## src/common/keypad_pkg.sv

```systemverilog
package keypad_pkg;

    // scan timing, in clock cycles
    localparam int scan_interval = 64;
    localparam int col_settle = 3;

    // identical frames needed before a key state is accepted
    localparam int debounce_frames = 3;

    localparam int scan_cnt_w = $clog2(scan_interval);
    localparam int settle_cnt_w = $clog2(col_settle);

    // value is row * 4 + column
    typedef enum logic [3:0] {
        KEY_1    = 4'd0,
        KEY_2    = 4'd1,
        KEY_3    = 4'd2,
        KEY_A    = 4'd3,
        KEY_4    = 4'd4,
        KEY_5    = 4'd5,
        KEY_6    = 4'd6,
        KEY_B    = 4'd7,
        KEY_7    = 4'd8,
        KEY_8    = 4'd9,
        KEY_9    = 4'd10,
        KEY_C    = 4'd11,
        KEY_STAR = 4'd12,
        KEY_0    = 4'd13,
        KEY_HASH = 4'd14,
        KEY_D    = 4'd15
    } key_code_t;

    typedef enum logic {
        EVT_PRESS   = 1'b0,
        EVT_RELEASE = 1'b1
    } key_evt_t;

    typedef enum logic [1:0] {
        SCAN_IDLE   = 2'd0,
        SCAN_SETTLE = 2'd1,
        SCAN_SAMPLE = 2'd2,
        SCAN_DONE   = 2'd3
    } scan_state_t;

    typedef struct packed {
        logic [15:0] mask;
    } scan_frame_t;

    typedef struct packed {
        key_code_t code;
        logic      single;
        logic      empty;
    } key_loc_t;

    typedef struct packed {
        key_evt_t  kind;
        key_code_t code;
    } key_event_t;

endpackage

```

## src/hdl/keypad_top.sv

```systemverilog
`timescale 1ns/10ps

module keypad_top
    import keypad_pkg::*;
(
    input  logic       clk,
    input  logic       rst_n,
    input  logic [3:0] row_in,
    output logic [3:0] col_out,
    output logic       event_valid,
    output key_event_t event_data
);

    logic        frame_valid;
    scan_frame_t frame;
    logic        loc_valid;
    key_loc_t    loc;
    logic        stab_valid;
    logic [2:0]  stable_count;

    keypad_scanner i_scanner (
        .clk         (clk),
        .rst_n       (rst_n),
        .row_in      (row_in),
        .col_out     (col_out),
        .frame_valid (frame_valid),
        .frame       (frame)
    );

    key_locator i_locator (
        .clk         (clk),
        .rst_n       (rst_n),
        .frame_valid (frame_valid),
        .frame       (frame),
        .loc_valid   (loc_valid),
        .loc         (loc)
    );

    // the event generator waits for both results of a frame
    stability_counter i_stab (
        .clk          (clk),
        .rst_n        (rst_n),
        .frame_valid  (frame_valid),
        .frame        (frame),
        .stab_valid   (stab_valid),
        .stable_count (stable_count)
    );

    key_event_gen i_event_gen (
        .clk          (clk),
        .rst_n        (rst_n),
        .loc_valid    (loc_valid && stab_valid),
        .loc          (loc),
        .stable_count (stable_count),
        .event_valid  (event_valid),
        .event_data   (event_data)
    );

endmodule

```

## src/keypad/key_event_gen.sv

```systemverilog
`timescale 1ns/10ps

module key_event_gen
    import keypad_pkg::*;
(
    input  logic       clk,
    input  logic       rst_n,
    input  logic       loc_valid,
    input  key_loc_t   loc,
    input  logic [2:0] stable_count,
    output logic       event_valid,
    output key_event_t event_data
);

    logic      held;
    key_code_t held_code;
    logic      stable;
    logic      do_press;
    logic      do_release;

    assign stable = loc_valid && (stable_count >= 3'(debounce_frames));

    // multi-key frames fall through both terms and leave the held key alone
    assign do_press   = stable && !held && loc.single;
    assign do_release = stable && held &&
                        (loc.empty || (loc.single && loc.code != held_code));

    always_ff @(posedge clk) begin
        if (!rst_n) begin
            held        <= 1'b0;
            event_valid <= 1'b0;
        end else begin
            event_valid <= do_press || do_release;
            if (do_press) begin
                held <= 1'b1;
            end else if (do_release) begin
                // a different key gets its press on the next stable frame
                held <= 1'b0;
            end
        end
    end

    always_ff @(posedge clk) begin
        if (do_press) begin
            held_code <= loc.code;
        end
    end

    always_ff @(posedge clk) begin
        if (do_press) begin
            event_data.kind <= EVT_PRESS;
            event_data.code <= loc.code;
        end else if (do_release) begin
            event_data.kind <= EVT_RELEASE;
            event_data.code <= held_code;
        end
    end

endmodule

```

## src/keypad/key_locator.sv

```systemverilog
`timescale 1ns/10ps

module key_locator
    import keypad_pkg::*;
(
    input  logic        clk,
    input  logic        rst_n,
    input  logic        frame_valid,
    input  scan_frame_t frame,
    output logic        loc_valid,
    output key_loc_t    loc
);

    logic [4:0] ones;
    logic [3:0] idx;
    logic       single;
    logic       empty;

    // population count, idx ends on the highest set bit
    always_comb begin
        ones = '0;
        idx  = '0;
        for (int i = 0; i < 16; i++) begin
            if (frame.mask[i]) begin
                ones = ones + 5'd1;
                idx  = 4'(i);
            end
        end
    end

    // idx is only meaningful when exactly one bit is set
    assign single = (ones == 5'd1);
    assign empty  = (ones == 5'd0);

    always_ff @(posedge clk) begin
        if (!rst_n) begin
            loc_valid <= 1'b0;
        end else begin
            loc_valid <= frame_valid;
        end
    end

    always_ff @(posedge clk) begin
        if (frame_valid) begin
            loc.code   <= key_code_t'(idx);
            loc.single <= single;
            loc.empty  <= empty;
        end
    end

endmodule

```

## src/keypad/keypad_scanner.sv

```systemverilog
`timescale 1ns/10ps

module keypad_scanner
    import keypad_pkg::*;
(
    input  logic        clk,
    input  logic        rst_n,
    input  logic [3:0]  row_in,
    output logic [3:0]  col_out,
    output logic        frame_valid,
    output scan_frame_t frame
);

    scan_state_t             state;
    logic [scan_cnt_w-1:0]   interval_cnt;
    logic [settle_cnt_w-1:0] settle_cnt;
    logic [1:0]              col_idx;
    logic [15:0]             mask_q;
    logic                    frame_start;

    // free running frame timer, starts at zero when reset is released
    always_ff @(posedge clk) begin
        if (!rst_n) begin
            interval_cnt <= '0;
        end else if (interval_cnt == scan_cnt_w'(scan_interval - 1)) begin
            interval_cnt <= '0;
        end else begin
            interval_cnt <= interval_cnt + 1'b1;
        end
    end

    assign frame_start = (interval_cnt == '0);

    always_ff @(posedge clk) begin
        if (!rst_n) begin
            state      <= SCAN_IDLE;
            col_out    <= 4'hf;
            col_idx    <= '0;
            settle_cnt <= '0;
        end else begin
            case (state)
                SCAN_IDLE: begin
                    if (frame_start) begin
                        col_idx    <= '0;
                        settle_cnt <= '0;
                        col_out    <= 4'b1110;
                        state      <= SCAN_SETTLE;
                    end
                end
                // hold the column low while the row lines settle
                SCAN_SETTLE: begin
                    settle_cnt <= settle_cnt + 1'b1;
                    if (settle_cnt == settle_cnt_w'(col_settle - 1)) begin
                        state <= SCAN_SAMPLE;
                    end
                end
                SCAN_SAMPLE: begin
                    settle_cnt <= '0;
                    if (col_idx == 2'd3) begin
                        col_out <= 4'hf;
                        state   <= SCAN_DONE;
                    end else begin
                        col_idx <= col_idx + 2'd1;
                        col_out <= ~(4'b0001 << (col_idx + 2'd1));
                        state   <= SCAN_SETTLE;
                    end
                end
                SCAN_DONE: begin
                    state <= SCAN_IDLE;
                end
                default: begin
                    state <= SCAN_IDLE;
                end
            endcase
        end
    end

    // rows are active low, a set mask bit means pressed
    always_ff @(posedge clk) begin
        if (state == SCAN_SAMPLE) begin
            for (int r = 0; r < 4; r++) begin
                mask_q[4 * r + int'(col_idx)] <= ~row_in[r];
            end
        end
    end

    assign frame_valid = (state == SCAN_DONE);
    assign frame.mask  = mask_q;

endmodule

```

## src/keypad/stability_counter.sv

```systemverilog
`timescale 1ns/10ps

module stability_counter
    import keypad_pkg::*;
(
    input  logic        clk,
    input  logic        rst_n,
    input  logic        frame_valid,
    input  scan_frame_t frame,
    output logic        stab_valid,
    output logic [2:0]  stable_count
);

    logic [15:0] prev_mask;
    logic        changed;

    assign changed = (frame.mask != prev_mask);

    always_ff @(posedge clk) begin
        if (!rst_n) begin
            stab_valid   <= 1'b0;
            stable_count <= '0;
            prev_mask    <= '0;
        end else begin
            stab_valid <= frame_valid;
            if (frame_valid) begin
                prev_mask <= frame.mask;
                if (changed) begin
                    // a new mask counts as its first frame
                    stable_count <= 3'd1;
                end else if (stable_count < 3'(debounce_frames)) begin
                    stable_count <= stable_count + 3'd1;
                end
            end
        end
    end

endmodule

```

## config.mk

```make
export PLATFORM = sky130hd
export DESIGN_NAME = keypad_top
export DESIGN_NICKNAME = d
export VERILOG_FILES = /design/src/common/keypad_pkg.sv /design/src/hdl/keypad_top.sv /design/src/keypad/key_event_gen.sv /design/src/keypad/key_locator.sv /design/src/keypad/keypad_scanner.sv /design/src/keypad/stability_counter.sv
export SDC_FILE = /design/constraint.sdc
export NUM_CORES = 1
export LEC_CHECK = 0
export ABC_CLOCK_PERIOD_IN_PS = 8100
export BUFFER_PORTS_ARGS = -buffer_cell sky130_fd_sc_hd__buf_2
export CAP_MARGIN = 20
export CORE_ASPECT_RATIO = 1.75
export CORE_MARGIN = 10
export CORE_UTILIZATION = 40
export DETAILED_ROUTE_END_ITERATION = 6
export SETUP_SLACK_MARGIN = 0.3
export SKIP_CTS_REPAIR_TIMING = 1
export SLEW_MARGIN = 25
export SYNTH_ARGS = -nofsm -noshare
export SYNTH_HDL_FRONTEND = slang
export SYNTH_SLANG_ARGS = --single-unit
```

## constraint.sdc

```tcl
create_clock -name clk -period 8.1 [get_ports clk]
set_clock_uncertainty 0.05 [all_clocks]
set_input_delay 0.405 -clock clk [delete_from_list [all_inputs] [get_ports clk]]
set_output_delay 0.405 -clock clk [all_outputs]
set_load 0.01 [all_outputs]
```

# Yosys cells after proc, flatten, opt, wreduce, memory -nomap -nowiden
# Cells that the tools add are included.
[word_totals]
regBits = 69
inputBits = 6
out_inout_bits = 10
elab_cells = 159
[op_classes]
n_addsub = 22
n_lt_le_gt_ge = 10
n_eq_ne = 12
shifts = 1
n_mux = 59
bitwise_logic = 6
reduce_logical = 29
[op_table]
columns = ["operator", "count"]
rows = [
  ["32-bit by 1-bit greater-or-equal comparator with 1-bit output, second input constant", 3],
  ["32-bit by 6-bit less-than comparator with 1-bit output, second input constant", 3],
  ["5-bit 2-to-1 mux", 15],
  ["5-bit by 1-bit adder with 5-bit output, second input constant", 14],
  ["16-bit bitwise mux", 4],
  ["3-bit 2-to-1 mux", 10],
  ["2-bit 2-to-1 mux", 9],
  ["4-bit 2-to-1 mux", 4],
  ["16-bit inequality test", 1],
  ["1-bit demux with 4-bit select", 3],
  ["4-bit by 2-bit adder with 5-bit output, first input constant", 2],
  ["1-bit logical AND", 10],
  ["1-bit 2-to-1 mux", 9],
  ["2-bit == test, second input constant", 4],
  ["2-bit one-hot mux with 4 select lines", 1],
  ["4-bit one-hot mux with 2 select lines", 1],
  ["2-bit AND reduction", 4],
  ["8-bit OR reduction", 1],
  ["6-bit by 1-bit adder with 6-bit output, second input constant", 1],
  ["6-bit == test, second input constant", 1],
  ["6-bit zero test", 1],
  ["2-bit one-hot mux with 3 select lines", 1],
  ["2-bit nonzero test", 3],
  ["5-bit by 1-bit == test with 1-bit output, second input constant", 1],
  ["other kinds (25)", 33],
]

# Logic depth before layout (Yosys ltp)
[depth]
word_depth = 32
depth_mapped = 47
ltp_nobuf = 47

# Modules after synthesis
# From an unflattened synthesis, not the netlist that was laid out.
[hier_totals]
hier_cells = 503
hier_area_um2 = 4974.8
[by_module_without_submodules]
columns = ["module", "n_inst", "cells_each", "area_per_inst_um2", "seq_area_each_um2"]
rows = [
  ["key_locator", 1, 244, 2059.5, 200.2],
  ["keypad_scanner", 1, 132, 1471.4, 800.8],
  ["stability_counter", 1, 93, 959.7, 400.4],
  ["key_event_gen", 1, 33, 478.0, 300.3],
  ["keypad_top", 1, 1, 6.3, 0.0],
]

# Worst setup path before layout
# OpenSTA, ideal clock, no wires.
[synth_path]
kind = "register to register"
startpoint = "register i_scanner.mask_q[0], in the netlist i_scanner.frame[0]"
endpoint = "register i_locator.loc[1] (netlist name)"
setup_time_ns = 0.256
arrival_ns = 8.492
required_ns = 7.794
setup_slack_ns = -0.698
path_stages_with_launch = 45
n_path_buf = 0
synth_period_minus_slack_ns = 8.798
cell_sequence = "edfxtp_1 -> ha_1 -> or2_2 -> nand2_1 -> inv_1 -> ha_1 -> nand2_1 -> o21ai_0 -> ha_1 -> inv_1 -> a21oi_1 -> ha_1 -> a32oi_1 -> nand2_1 -> ha_1 -> mux2_2 -> ha_1 -> nor2b_1 -> (+9 left out) -> nand2b_1 -> ha_1 -> nand2b_1 -> a21boi_0 -> ha_1 -> a21o_1 -> ha_1 -> inv_1 -> a21oi_1 -> ha_1 -> nand2_1 -> nand2_1 -> ha_1 -> mux2_2 -> ha_1 -> and4b_1 -> a211o_1 -> and4b_1"
[synth_between]
elab_chain_cells = 32
[synth_lines]
columns = ["element", "line", "source"]
rows = [
  ["from (decl)", "keypad_scanner.sv:18", "logic [15:0] mask_q;"],
  ["from (signal, indexed assignment)", "keypad_scanner.sv:82", "mask_q[4 * r + int'(col_idx)] <= ~row_in[r];"],
  ["1-bit 2-to-1 mux *", "key_locator.sv:24", "if (frame.mask[i]) begin"],
  ["1-bit by 1-bit adder with 2-bit output", "key_locator.sv:25", "ones = ones + 5'd1;"],
  ["5-bit 2-to-1 mux *", "key_locator.sv:24", ""],
  ["5-bit by 1-bit adder with 5-bit output", "key_locator.sv:25", ""],
  ["5-bit 2-to-1 mux *", "key_locator.sv:24", ""],
  ["5-bit by 1-bit adder with 5-bit output", "key_locator.sv:25", ""],
  ["5-bit 2-to-1 mux *", "key_locator.sv:24", ""],
  ["5-bit by 1-bit adder with 5-bit output", "key_locator.sv:25", ""],
  ["(+17 left out)", "-", ""],
  ["5-bit by 1-bit adder with 5-bit output", "key_locator.sv:25", ""],
  ["5-bit 2-to-1 mux *", "key_locator.sv:24", ""],
  ["5-bit by 1-bit adder with 5-bit output", "key_locator.sv:25", ""],
  ["5-bit 2-to-1 mux *", "key_locator.sv:24", ""],
  ["5-bit by 1-bit adder with 5-bit output", "key_locator.sv:25", ""],
  ["5-bit 2-to-1 mux *", "key_locator.sv:24", ""],
  ["5-bit by 1-bit == test with 1-bit output *", "key_locator.sv:32", "assign single = (ones == 5'd1);"],
  ["named net i_locator.single", "key_locator.sv:16", "logic single;"],
]
# The timed path passes the listed nets; every way through them passes the cells marked *.
# A chain may end at the register's enable or synchronous reset.

# Worst setup path in the final report
[layout_path]
startpoint = "register i_scanner.mask_q[0], in the netlist i_scanner.frame[0]"
endpoint = "register i_locator.loc[1] (netlist name)"
[layout_between]
elab_chain_cells = 32
[layout_lines]
columns = ["element", "line"]
rows = [
  ["1-bit 2-to-1 mux *", "key_locator.sv:24"],
  ["1-bit by 1-bit adder with 2-bit output", "key_locator.sv:25"],
  ["5-bit 2-to-1 mux *", "key_locator.sv:24"],
  ["5-bit by 1-bit adder with 5-bit output", "key_locator.sv:25"],
  ["5-bit 2-to-1 mux *", "key_locator.sv:24"],
  ["5-bit by 1-bit adder with 5-bit output", "key_locator.sv:25"],
  ["5-bit 2-to-1 mux *", "key_locator.sv:24"],
  ["5-bit by 1-bit adder with 5-bit output", "key_locator.sv:25"],
  ["(+17 left out)", "-"],
  ["5-bit by 1-bit adder with 5-bit output", "key_locator.sv:25"],
  ["5-bit 2-to-1 mux *", "key_locator.sv:24"],
  ["5-bit by 1-bit adder with 5-bit output", "key_locator.sv:25"],
  ["5-bit 2-to-1 mux *", "key_locator.sv:24"],
  ["5-bit by 1-bit adder with 5-bit output", "key_locator.sv:25"],
  ["5-bit 2-to-1 mux *", "key_locator.sv:24"],
  ["5-bit by 1-bit == test with 1-bit output *", "key_locator.sv:32"],
  ["named net i_locator.single", "key_locator.sv:16"],
]
# Marked as above.

==> flow_summary.json <==
{
  "antennaDiodeCount": 0,
  "tightest_slew_ps": 829.0,
  "final_cells": 722,
  "worst_slack_ps": -78.08,
  "rsz0062_at_grt": "true",
  "dp_slack_ps": -509.1,
  "period_share": 1.010,
  "post-route-cell-area_mm2": 0.005707,
  "placed_cell_area_mm2": 0.005219,
  "dr.pass1.iters": 5,
  "cpMostUsedCell": "ha_4",
  "wire_per_inst_um": 14.13,
  "yosys_warnings": 0,
  "async_reset_ff_frac": 0,
  "yosysUniqueCellTypes": 62,
  "grt-ovfl-total": 0,
  "synth_top_family_by_area": "simple AND/OR/NAND/NOR gates",
  "use_met1": 0.1224,
  "ys.flop_type": "dfxtp_1",
  "grtUsageTotal": 0.1248,
  "critical-path-slowest-cell": "edfxtp_1",
  "synth_nets": 569,
  "wl_um": 10200,
  "dieArea_mm2": 0.01670,
  "fin_util": 0.4928,
  "io_pins": 16,
  "yosys.area_share.xor_xnor": 0.1444,
  "critPathArrivalTime_ps": 8220,
  "yosysTopAreaCellShare": 0.1911,
  "cts_buffers": 9,
  "nets": 615,
  "synth.area.top_cells": "edfxtp_1 19%, dfxtp_1 17%, nand2_1 7.3%, ha_1 7.2%, xor2_1 5.6%",
  "violations": "negative setup slack",
  "power.total_uw": 785.3,
  "r2r_slack_ps": -80,
  "netlist_area_mm2": 0.004713,
  "maxCapViolCount": 0,
  "grt_pass1_vias": 3734,
  "cts_htree_levels": 3,
  "grt_max_degree": 36,
  "row_count": 52,
  "layout-drive-gt1-share": 0.2078,
  "ir_worst_vdd_uv": 169.8,
  "drtIter0Drc": 172,
  "crit_fanout": 3,
  "via_per_inst": 5.278,
  "yosysTopAreaCell": "edfxtp_1",
  "max_freq_ghz": 0.1223,
  "synth-simple-area-share": 0.2182,
  "gr-usage-met3": 0.01904,
  "ant_nets": 0,
  "numPlacedInstances": 696,
  "fillers": 1109,
  "start_util": 0.4070,
  "synth-seq-area-share": 0.3568,
  "syn_inst": 536,
  "fin_crit_ps": 8178,
  "drc": 0,
  "powerDensity_mw_per_mm2": 137.6,
  "multi_input_area_mm2": 0.003019,
  "hold_class": "in2reg",
  "port_buffers": 15,
  "p_leak_nw": 2.344,
  "grt_pass1_wl_um": 16910,
  "setup.worst_path.class": "reg2reg",
  "cts-root-buf": "clkbuf_16",
  "synth-compound-area-share": 0.1383,
  "relSlewSlack": 0.4467,
  "synthMuxAreaShare": 0.01911,
  "synth_edf_count": 30,
  "design.core.area_mm2": 0.01158,
  "hold_viol_final": 0,
  "area_growth_pct": 21.08,
  "die_h_um": 163.6,
  "synth_fa_ha_area_frac": 0.07168,
  "routabilityCongestion": 0.7783,
  "seqCellArea_mm2": 0.001682,
  "via_count": 3811,
  "grt_busiest_layer": "met2",
  "grtUsageMet2": 0.2392,
  "setup_viol_count_final": 2,
  "start_kind": "flop",
  "antenna_found_initial": 0,
  "dieWidth_um": 102.1,
  "cts_tree": "built",
  "synth.avg_cell_area_um2": 8.793,
  "synth.ff_latch_count": 69,
  "crit_path_max_incr_delay_ps": 420,
  "place.detailed.hpwl_um": 7678,
  "clock_path_buffers": 2,
  "cts_sinks": 69,
  "finalMaxSlewViolations": 0,
  "clk_pin_slew_worst_paths_ps": 60,
  "crit_path_end_kind": "flop",
  "clk_latency_ps": 330,
  "critPathRequiredTime_ps": 8140,
  "status": "complete, but fails checks"
}
critical path, delay by kind of cell, from the launching register on:
family	cells	cell delay, ps
mux	2	560
simple gates	14	1740
flops	1	420
compound gates	10	1520
buf+inv	4	180
fa+ha+maj	14	3470
metal layers:
metal	wire length, um	share of wire
met4	388	0.038
met5	0	0
met3	218	0.021
met2	5650	0.55
met1	3942	0.39
metrics by stage:
stage,hold slack [ps],setup TNS (ps)
after floorplan,380.0,-626.7
after global placement,383.6,-571.3
after detailed placement,390.7,-991.8
after CTS,311.8,-1022
after global routing,329.8,-915.3
final,318.8,-137.0
cells in the final DEF, fill, tap and decap left out, drive strengths merged, types with 3 or more instances in the layout:
cell / n
mux2: 3
and2: 12
a21boi: 18
a21oi: 28
nor2: 32
o211ai: 6
nor4: 7
o21ai: 23
o21bai: 3
edfxtp: 30
and3: 5
a22oi: 3
inv: 31
or3: 4
buf: 62
xnor2: 21
nor3: 8
nand2: 92
or2: 4
nand4: 5
nand3: 12
nor4b: 3
clkbuf: 10
dfxtp: 39
nand2b: 5
xor2: 32
nor3b: 3
clkinv: 4
xnor3: 6
ha: 27
a21o: 3
nor2b: 10
mux2i: 3
cells by family after synthesis:
| group | Yosys count |
|---|---|
| buffers and inverters | 58 |
| flip-flops | 69 |
| adder cells (fa/ha/maj) | 27 |
| AND/OR/NAND/NOR | 212 |
| XOR/XNOR | 61 |
| multiplexers | 7 |
| AO/OA/AOI/OAI | 102 |
report_power, final:
part / internal (mW) / switching [mW]
Clock: 0.237 / 0.145
Combinational: 0.0158 / 0.0180
Sequential: 0.365 / 0.00417
state kept, by name (all words and copies together) (netlist names):
register	flops
i_scanner.frame	16
i_stab.prev_mask	16
i_locator.loc	6
i_scanner.interval_cnt	6
i_event_gen.event_data	5
i_event_gen.held_code	4
i_scanner.col_out	4
i_stab.stable_count	3
i_scanner.col_idx	2
i_scanner.settle_cnt	2
i_scanner.state	2
i_event_gen.event_valid	1
i_event_gen.held	1
i_locator.loc_valid	1
Yosys cell counts (all sizes together), types with 3 or more instances:
cell type,count
a21oi,28
nor3,8
nand2,92
xnor2,21
or3,4
nor4,7
nand2b,5
and2,12
a21o,3
inv,31
xor2,32
edfxtp,30
nor4b,3
xnor3,6
nand3,12
a22oi,3
o211ai,6
nor3b,3
nor2b,10
nor2,32
nand4,5
mux2i,3
mux2,3
or2,4
clkbuf,16
o21bai,3
a21boi,18
and3,5
dfxtp,39
ha,27
o21ai,23
buf,11
worst paths after layout:
path,depth (start not counted),to,from
setup / recovery,44,i_locator.loc[1],i_scanner.frame[0]
hold / removal,2,i_scanner.frame[3],row_in[0]
setup reg to reg,44,i_locator.loc[1],i_scanner.frame[0]
hold reg to reg,2,i_event_gen.event_data[4],i_event_gen.event_data[4]
cell type report:
| class | instances | share of cell area |
|---|---|---|
| sequential | 69 | 0.2947 |
| tap | 135 | 0.02960 |
| inverter | 31 | 0.02039 |
| clock inverter | 6 | 0.01118 |
| timing repair buffer | 62 | 0.07498 |
| multi-input combinational | 409 | 0.5291 |
| clock buffer | 10 | 0.04012 |
No activity file was read; power rests on OpenSTA's default activity.
